<file path="config.mk">
export PLATFORM = sky130hd
export DESIGN_NAME = usb_reg_top
export DESIGN_NICKNAME = d
export VERILOG_FILES = /design/src/hdl/usb_reg_pkg.sv /design/src/hdl/usb_reg_main.sv /design/src/hdl/reg_bank.sv /design/src/hdl/sample_fifo.sv /design/src/hdl/usb_reg_top.sv
export VERILOG_INCLUDE_DIRS = /design/src /design/src/hdl
export SDC_FILE = /design/constraint.sdc
export NUM_CORES = 1
export LEC_CHECK = 0
export BUFFER_PORTS_ARGS = -buffer_cell sky130_fd_sc_hd__buf_2
export CAP_MARGIN = 20
export CORE_MARGIN = 2
export CORE_UTILIZATION = 43
export CTS_BUF_LIST = sky130_fd_sc_hd__clkbuf_8
export CTS_CLUSTER_DIAMETER = 60
export DETAILED_ROUTE_END_ITERATION = 8
export PLACE_DENSITY_LB_ADDON = 0.2
export SLEW_MARGIN = 20
export SYNTH_ARGS = -nofsm -noshare
export SYNTH_HDL_FRONTEND = slang
export SYNTH_SLANG_ARGS = --single-unit
</file>
<file path="constraint.sdc">
create_clock -name clk_usb -period 5.6 [get_ports clk_usb]
set_input_delay 0.28 -clock clk_usb [delete_from_list [all_inputs] [get_ports clk_usb]]
set_output_delay 0.28 -clock clk_usb [all_outputs]
set_load 0.03 [all_outputs]
</file>
<file path="src/hdl/usb_reg_defs.svh">
`ifndef USB_REG_DEFS_SVH
`define USB_REG_DEFS_SVH

// byte counter, wide enough for long FIFO bursts
`define USB_BYTECNT_SIZE 7

// 1: byte count cleared while alen low
// 0: byte count cleared when the latched address changes
`define USB_USE_ALE 1

// register map
`define ADDR_ID       8'h00  // read only, 4 bytes
`define ADDR_SCRATCH  8'h01  // read/write, 4 bytes
`define ADDR_CTRL     8'h02  // bit 0 enables fast fifo read
`define ADDR_STATUS   8'h03  // {overflow, level}
`define ADDR_FIFO     8'h10  // sample fifo head, pops on read

// board identification, lsb read first
`define ID_VALUE 32'hC5A9_0B17

// sample fifo address width, 16 entries
`define FIFO_DEPTH_LOG2 4

`endif

</file>
<file path="src/hdl/usb_reg_pkg.sv">
`include "usb_reg_defs.svh"

package usb_reg_pkg;

  // one byte on the usb data bus
  typedef logic [7:0] usb_byte_t;

  // register address as latched from the bus
  typedef logic [7:0] usb_addr_t;

  // byte position inside a multi-byte register
  typedef logic [`USB_BYTECNT_SIZE-1:0] reg_bytecnt_t;

  // fifo fill level, one bit wider than the pointers
  typedef logic [`FIFO_DEPTH_LOG2:0] fifo_level_t;

  // register side of the bus front end
  // read is a level, write is a single cycle pulse
  typedef struct packed {
    usb_addr_t    address;  // latched register address
    reg_bytecnt_t bytecnt;  // byte index within the access burst
    usb_byte_t    datao;    // write data, valid with write
    logic         read;     // data due on reg_datai one clock later
    logic         write;    // one clock per host write strobe
  } reg_bus_t;

endpackage

</file>
<file path="src/hdl/usb_reg_main.sv">
`include "usb_reg_defs.svh"

module usb_reg_main (
  input  logic                    clk_usb,
  input  logic                    reset,
  input  usb_reg_pkg::usb_byte_t  cwusb_din,
  output usb_reg_pkg::usb_byte_t  cwusb_dout,
  output logic                    cwusb_isout,
  input  usb_reg_pkg::usb_addr_t  cwusb_addr,
  input  logic                    cwusb_rdn,
  input  logic                    cwusb_wrn,
  input  logic                    cwusb_cen,
  input  logic                    cwusb_alen,
  input  logic                    fast_fifo_read,
  input  usb_reg_pkg::usb_byte_t  reg_datai,
  output usb_reg_pkg::reg_bus_t   reg_bus
);

  import usb_reg_pkg::*;

  localparam bit use_ale = `USB_USE_ALE;

  logic         isout_r;        // rdn inverted, one register
  logic         isout_dly;      // one more clock, stretches the drive
  logic         wrn_r;          // sampled wrn
  logic         wrn_dly;        // for rising edge detect
  logic         cen_r;
  logic         alen_r;
  logic         write_pulse;
  logic         write_dly;      // bytecnt step after the write
  logic         drive_out;      // bus held for fast fifo reads
  logic         fast_read_r;    // edge detect on fast_fifo_read
  logic         byte_clear;
  logic         read_end;
  usb_addr_t    reg_address;
  usb_byte_t    reg_datao;
  reg_bytecnt_t reg_bytecnt;

  // strobe synchronisers and edge detect
  always_ff @(posedge clk_usb) begin
    if (reset) begin
      isout_r     <= 1'b0;
      isout_dly   <= 1'b0;
      wrn_r       <= 1'b1;  // idle high
      wrn_dly     <= 1'b1;
      cen_r       <= 1'b1;
      alen_r      <= 1'b1;
      write_pulse <= 1'b0;
      write_dly   <= 1'b0;
      fast_read_r <= 1'b0;
    end else begin
      isout_r     <= ~cwusb_rdn;
      isout_dly   <= isout_r;
      wrn_r       <= cwusb_wrn;
      wrn_dly     <= wrn_r;
      cen_r       <= cwusb_cen;
      alen_r      <= cwusb_alen;
      write_pulse <= wrn_r & ~wrn_dly;  // end of host write strobe
      write_dly   <= write_pulse;
      fast_read_r <= fast_fifo_read;
    end
  end

  // latched address and write data
  always_ff @(posedge clk_usb) begin
    reg_address <= cwusb_addr;
    // cen may lead or trail the strobe by a cycle
    if (~wrn_r & (~cwusb_cen | ~cen_r)) begin
      reg_datao <= cwusb_din;
    end
  end

  // bus held from fast fifo read start until the next write
  always_ff @(posedge clk_usb) begin
    if (reset) begin
      drive_out <= 1'b0;
    end else if (~wrn_r) begin
      drive_out <= 1'b0;
    end else if (fast_fifo_read & ~fast_read_r) begin
      drive_out <= 1'b1;
    end
  end

  assign read_end   = isout_dly & ~isout_r;  // one clock after read level drops
  assign byte_clear = use_ale ? ~alen_r : (reg_address != cwusb_addr);

  // byte counter wraps freely
  always_ff @(posedge clk_usb) begin
    if (reset) begin
      reg_bytecnt <= '0;
    end else if (byte_clear) begin
      reg_bytecnt <= '0;
    end else if (read_end | write_dly) begin
      reg_bytecnt <= reg_bytecnt + 1'b1;
    end
  end

  assign cwusb_dout  = reg_datai;  // registered in the bank
  assign cwusb_isout = isout_r | isout_dly | (drive_out & wrn_r);

  assign reg_bus = '{
    address: reg_address,
    bytecnt: reg_bytecnt,
    datao:   reg_datao,
    read:    isout_r,
    write:   write_pulse
  };

  // each host write gives exactly one register write
  a_write_single: assert property (
    @(posedge clk_usb) disable iff (reset) reg_bus.write |=> !reg_bus.write
  ) else $error("reg_bus.write high on two consecutive clocks");

endmodule

</file>
<file path="src/hdl/reg_bank.sv">
`include "usb_reg_defs.svh"

module reg_bank (
  input  logic                     clk_usb,
  input  logic                     reset,
  input  usb_reg_pkg::reg_bus_t    reg_bus,
  input  usb_reg_pkg::usb_byte_t   fifo_data,
  input  usb_reg_pkg::fifo_level_t fifo_level,
  input  logic                     fifo_overflow,
  output usb_reg_pkg::usb_byte_t   rd_data,
  output logic                     fast_read_en
);

  import usb_reg_pkg::*;

  localparam logic [31:0] id_word = `ID_VALUE;

  usb_byte_t   scratch [4];     // 32 bit scratch, byte addressed
  usb_byte_t   ctrl_reg;
  logic [1:0]  byte_sel;        // bytecnt modulo 4
  logic        wr_scratch;
  logic        wr_ctrl;
  usb_byte_t   status_byte;
  usb_byte_t   rd_next;

  assign byte_sel   = reg_bus.bytecnt[1:0];
  assign wr_scratch = reg_bus.write && (reg_bus.address == `ADDR_SCRATCH);
  assign wr_ctrl    = reg_bus.write && (reg_bus.address == `ADDR_CTRL);

  // scratch is plain storage
  always_ff @(posedge clk_usb) begin
    if (wr_scratch) begin
      scratch[byte_sel] <= reg_bus.datao;
    end
  end

  // control register
  always_ff @(posedge clk_usb) begin
    if (reset) begin
      ctrl_reg <= '0;
    end else if (wr_ctrl) begin
      ctrl_reg <= reg_bus.datao;
    end
  end

  assign fast_read_en = ctrl_reg[0];

  assign status_byte = {fifo_overflow, 7'(fifo_level)};  // level zero extended

  // read mux
  always_comb begin
    case (reg_bus.address)
      `ADDR_ID:      rd_next = id_word[8*byte_sel +: 8];
      `ADDR_SCRATCH: rd_next = scratch[byte_sel];
      `ADDR_CTRL:    rd_next = ctrl_reg;
      `ADDR_STATUS:  rd_next = status_byte;
      `ADDR_FIFO:    rd_next = fifo_data;       // current head
      default:       rd_next = '0;
    endcase
  end

  // registered every clock, valid one clock after read rises
  always_ff @(posedge clk_usb) begin
    rd_data <= rd_next;
  end

  // host never overlaps rdn and wrn, front end delays must keep them apart
  a_no_write_in_read: assert property (
    @(posedge clk_usb) disable iff (reset) (wr_scratch || wr_ctrl) |-> !reg_bus.read
  ) else $error("register write decoded while read is active");

endmodule

</file>
<file path="src/hdl/sample_fifo.sv">
`include "usb_reg_defs.svh"

module sample_fifo (
  input  logic                     clk_usb,
  input  logic                     reset,
  input  usb_reg_pkg::usb_byte_t   sample_data,
  input  logic                     sample_valid,
  input  usb_reg_pkg::reg_bus_t    reg_bus,
  input  logic                     fast_read_en,
  output usb_reg_pkg::usb_byte_t   fifo_data,
  output usb_reg_pkg::fifo_level_t fifo_level,
  output logic                     fifo_overflow,
  output logic                     fast_fifo_read
);

  import usb_reg_pkg::*;

  localparam int aw    = `FIFO_DEPTH_LOG2;
  localparam int depth = 1 << aw;

  usb_byte_t   mem [depth];   // sample storage
  logic [aw-1:0] wr_ptr;
  logic [aw-1:0] rd_ptr;
  logic        read_r;        // own copy of the read level
  logic        at_fifo;
  logic        full;
  logic        empty;
  logic        push;
  logic        pop;

  assign at_fifo = (reg_bus.address == `ADDR_FIFO);
  assign full    = (fifo_level == fifo_level_t'(depth));
  assign empty   = (fifo_level == '0);
  assign push    = sample_valid & ~full;                   // drop when full
  assign pop     = read_r & ~reg_bus.read & at_fifo & ~empty;  // read just ended

  always_ff @(posedge clk_usb) begin
    if (reset) begin
      read_r <= 1'b0;
    end else begin
      read_r <= reg_bus.read;
    end
  end

  // storage written only on accepted pushes
  always_ff @(posedge clk_usb) begin
    if (push) begin
      mem[wr_ptr] <= sample_data;
    end
  end

  // pointers and level
  always_ff @(posedge clk_usb) begin
    if (reset) begin
      wr_ptr     <= '0;
      rd_ptr     <= '0;
      fifo_level <= '0;
    end else begin
      if (push) begin
        wr_ptr <= wr_ptr + 1'b1;
      end
      if (pop) begin
        rd_ptr <= rd_ptr + 1'b1;
      end
      case ({push, pop})
        2'b10:   fifo_level <= fifo_level + 1'b1;
        2'b01:   fifo_level <= fifo_level - 1'b1;
        default: fifo_level <= fifo_level;  // none, or both at once
      endcase
    end
  end

  // sticky overflow flag cleared by reset only
  always_ff @(posedge clk_usb) begin
    if (reset) begin
      fifo_overflow <= 1'b0;
    end else if (sample_valid & full) begin
      fifo_overflow <= 1'b1;
    end
  end

  assign fifo_data      = mem[rd_ptr];
  assign fast_fifo_read = fast_read_en & at_fifo;  // front end holds the bus

  a_level_bound: assert property (
    @(posedge clk_usb) disable iff (reset) fifo_level <= fifo_level_t'(depth)
  ) else $error("fifo level above depth");

  // read pointer stays put while the fifo is empty
  a_no_pop_empty: assert property (
    @(posedge clk_usb) disable iff (reset)
      empty |=> rd_ptr == $past(rd_ptr)
  ) else $error("fifo pop while empty");

endmodule

</file>
<file path="src/hdl/usb_reg_top.sv">
module usb_reg_top (
  input  logic                   clk_usb,
  input  logic                   reset,
  input  usb_reg_pkg::usb_byte_t cwusb_din,
  output usb_reg_pkg::usb_byte_t cwusb_dout,
  output logic                   cwusb_isout,
  input  usb_reg_pkg::usb_addr_t cwusb_addr,
  input  logic                   cwusb_rdn,
  input  logic                   cwusb_wrn,
  input  logic                   cwusb_cen,
  input  logic                   cwusb_alen,
  input  usb_reg_pkg::usb_byte_t sample_data,
  input  logic                   sample_valid
);

  import usb_reg_pkg::*;

  reg_bus_t    reg_bus;        // front end to bank and fifo
  usb_byte_t   rd_data;
  logic        fast_read_en;   // ctrl bit 0
  usb_byte_t   fifo_data;
  fifo_level_t fifo_level;
  logic        fifo_overflow;
  logic        fast_fifo_read;

  usb_reg_main i_usb_reg_main (
    .clk_usb        (clk_usb),
    .reset          (reset),
    .cwusb_din      (cwusb_din),
    .cwusb_dout     (cwusb_dout),
    .cwusb_isout    (cwusb_isout),
    .cwusb_addr     (cwusb_addr),
    .cwusb_rdn      (cwusb_rdn),
    .cwusb_wrn      (cwusb_wrn),
    .cwusb_cen      (cwusb_cen),
    .cwusb_alen     (cwusb_alen),
    .fast_fifo_read (fast_fifo_read),
    .reg_datai      (rd_data),
    .reg_bus        (reg_bus)
  );

  reg_bank i_reg_bank (
    .clk_usb       (clk_usb),
    .reset         (reset),
    .reg_bus       (reg_bus),
    .fifo_data     (fifo_data),
    .fifo_level    (fifo_level),
    .fifo_overflow (fifo_overflow),
    .rd_data       (rd_data),
    .fast_read_en  (fast_read_en)
  );

  sample_fifo i_sample_fifo (
    .clk_usb        (clk_usb),
    .reset          (reset),
    .sample_data    (sample_data),
    .sample_valid   (sample_valid),
    .reg_bus        (reg_bus),
    .fast_read_en   (fast_read_en),
    .fifo_data      (fifo_data),
    .fifo_level     (fifo_level),
    .fifo_overflow  (fifo_overflow),
    .fast_fifo_read (fast_fifo_read)
  );

endmodule

</file>
==> results.py <==
metrics = {
    "grt": {
        "grt_start_max_net_pins": 45,
        "grt_first_pass_wirelength_mm": 28.90,
        "antenna_found_initial": 0,
        "gr-usage-all-layers_pct": 17.59,
        "grt_remaining_overflow": 0,
        "grt_pass1_vias": 5114,
    },
    "routing": {
        "final_antenna_net_count": 0,
        "drtIter0Drc": 427,
        "vias": 4927,
        "wl_mm": 18.58,
        "drt-wirelength-per-cell_um": 20.02,
        "drc": 0,
        "viasPerCell": 5.309,
        "dr.pass1.iters": 5,
    },
    "floorplanning": {
        "die_h_um": 147.5,
        "die_width_um": 147.5,
        "die_area_um2": 21770,
        "io_pins": 40,
        "placementRows": 52,
        "core_um2": 20230,
        "initial_core_util_pct": 43.79,
    },
    "synth": {
        "synth_flop_cell": "edfxtp_1",
        "synthArstFlopShare_pct": 0,
        "synth_area_leaders": "edfxtp_1 57%, dfxtp_1 13%, mux4_2 8.4%, mux2i_1 4.3%, ha_1 1.8%",
        "seq_area_frac_synth_pct": 69.59,
        "ys_ff_latch": 224,
        "syn-instance-count": 560,
        "synth_top_area_share_pct": 56.94,
        "synth_most_common_cell": "edfxtp_1",
        "synth_top_area_cell": "edfxtp_1",
        "synth_edf_count": 168,
        "synthTopCellsByCount": "168 x edfxtp_1, 56 x dfxtp_1, 42 x nor2_1, 38 x mux2i_1, 33 x mux4_2",
        "synth_fp_nets": 604,
        "yosysWarnings": 0,
        "ys_types": 54,
        "avgSynthCellArea_um2": 15.82,
        "syn_area_um2": 8860,
    },
    "worst_setup_path": {
        "required_ps": 6030,
        "setup.worst_path.start_class": "flop",
        "reg2reg_depth": 10,
        "worstSetupPathType": "reg -> reg",
        "r2r-start": "i_usb_reg_main.reg_address[1]$_DFF_P_",
        "critPathCaptureType": "flop",
        "r2r_slack_ps": 2200,
        "critPathArrivalTime_ps": 3820,
        "crit_fanout": 19,
        "r2r_end": "i_sample_fifo.fifo_level[4]$_SDFFE_PP0P_",
    },
    "run": {
        "max_cap_viol_count": 0,
    },
    "clock_network": {
        "cts_max_level": 2,
        "cts_buffer_depth": 3,
        "cts_buffers": 36,
        "clk_latency_ps": 510,
        "clock-root-buffer": "clkbuf_8",
        "clk_pin_slew_ps": 60,
        "cts_tree": "yes",
        "cts_num_sinks": 224,
    },
    "timing": {
        "layout_min_cycle_time_ps": 3396,
        "max_freq_ghz": 0.2945,
        "slew_headroom_pct": 28.51,
        "rsz0062_at_grt": "false",
        "setup_viol": 0,
        "tightest_slew_ps": 1068,
        "skew_ps": 23.77,
        "final-hold-violation-count": 0,
        "holdWs_ps": 84.93,
        "fin_setup_tns_ps": 0,
        "fin_crit_sh_pct": 60.64,
        "drv_slew": 0,
    },
    "place": {
        "dpl.cell_count": 842,
        "port_buffers": 39,
        "globalplace.congestion": 0.7760,
        "dp_hpwl_mm": 11.89,
    },
    "finish": {
        "final_cells": 928,
        "largest-register": "i_sample_fifo.mem",
        "multi_input_area_um2": 2499,
        "drive_above_1_share_pct": 20.82,
        "largest_register_ffs": 128,
        "diodes": 0,
        "synthToLayoutAreaGrowth_pct": 14.69,
        "reg_top3": "i_sample_fifo.mem x128, i_reg_bank.scratch x32",
        "num-nets-final": 674,
        "fill_cells": 1742,
        "regArea_um2": 6168,
    },
    "pwr": {
        "p_leak_nw": 3.483,
        "power_density_nw_per_um2": 313.8,
        "irDropWorstVdd_uv": 119.2,
    },
    "min_path": {
        "hold_depth": 3,
        "min_to": "i_sample_fifo.fifo_overflow$_SDFFE_PP0P_",
        "hp-class": "in -> reg",
        "hp-start": "sample_valid",
    },
    "outcome": {
        "status": "finished clean",
    },
}
==> where the power goes <==
group | internal [mW] | switching, mW
clock | 0.644 | 0.603
combinational | 0.0488 | 0.0652
sequential | 1.81 | 0.0203
total | 2.50 | 0.688
==> cells in the final DEF (no fill, tap or decap), drive strengths merged, types with 7 or more instances in the layout <==
cell and count:
nor3 10, mux2i 38, nor4 7, o21ai 7
nor2 42, clkinv 18, inv 27, nand2b 7
dlygate4sd3 20, edfxtp 168, nand3 10, clkbuf 39
mux4 33, dfxtp 56, buf 43, a21oi 9
ha 13, nor2b 11, nand2 23
==> worst max-delay path by stage <==
stage	startpoint	endpoint	slack, ps	cells after the start
final	i_usb_reg_main.reg_address[1]$_DFF_P_	i_sample_fifo.fifo_level[4]$_SDFFE_PP0P_	2200	10
after global routing	i_usb_reg_main.reg_address[1]$_DFF_P_	i_sample_fifo.fifo_level[4]$_SDFFE_PP0P_	1880	10
after CTS	i_usb_reg_main.reg_address[1]$_DFF_P_	i_sample_fifo.fifo_level[4]$_SDFFE_PP0P_	2210	10
after detailed placement	i_usb_reg_main.reg_address[1]$_DFF_P_	i_sample_fifo.fifo_level[4]$_SDFFE_PP0P_	2280	10
after global placement	i_usb_reg_main.reg_address[1]$_DFF_P_	i_sample_fifo.fifo_level[4]$_SDFFE_PP0P_	2470	10
after floorplan	i_sample_fifo.fifo_level[1]$_SDFFE_PP0P_	i_sample_fifo.fifo_level[4]$_SDFFE_PP0P_	2590	12
==> worst max-delay path, cell delays in order, from the launching register on <==
cell and delay, ps:
dfxtp_1 510, nor4_2 600, nand2_1 350, nor2_1 250
ha_1 380, xor2_1 180, ha_1 180, a21oi_1 70
a221o_1 340, a2111o_1 390, o2111ai_1 70
==> metrics by stage <==
step / cell area, um2 / power (mW) / util (%) / setup WS, ps
global route: 10160 / 3.320 / 50.22 / 1884
detailed placement: 9306 / 1.965 / 45.99 / 2282
finish: 10160 / 3.188 / 50.22 / 2204
floorplan: 8860 / 1.916 / - / 2586
CTS: 10160 / 3.232 / 50.20 / 2207
global placement: 9293 / 1.960 / 45.93 / 2473
==> metal layers <==
metal  vias to the layer above  part of all wire [%]  global-route usage, %
met5                         -                     0                      0
met4                         0                   1.8                  5.385
met3                        28                   7.0                  4.352
met2                       151                    47                  27.47
met1                      2450                    44                  24.57
li1                       2298                     -                      -
==> cell type report <==
type	instances	share of cell area, %
clock buffers	39	5.283
clock inverters	27	1.133
inverters	20	0.7388
multi-input cells	285	24.59
flip-flops and latches	224	60.71
well taps	270	3.325
repair buffers	63	4.224
==> repair_timing <==
item	in CTS	in global routing
endpoints found under the setup margin	0	0
hold endpoints to repair	20	0
hold buffers	20	0
resized for setup	0	0
buffers inserted	0	0
==> logic make-up after synthesis <==
family	share of synthesized area, %
adder cells (fa/ha/maj)	1.836
XOR/XNOR	0.6920
multiplexers	12.81
AO/OA/AOI/OAI	4.830
AND/OR/NAND/NOR	7.866
flip-flops	69.59
buffers and inverters	2.373
Power figures use the tool's default switching activity.
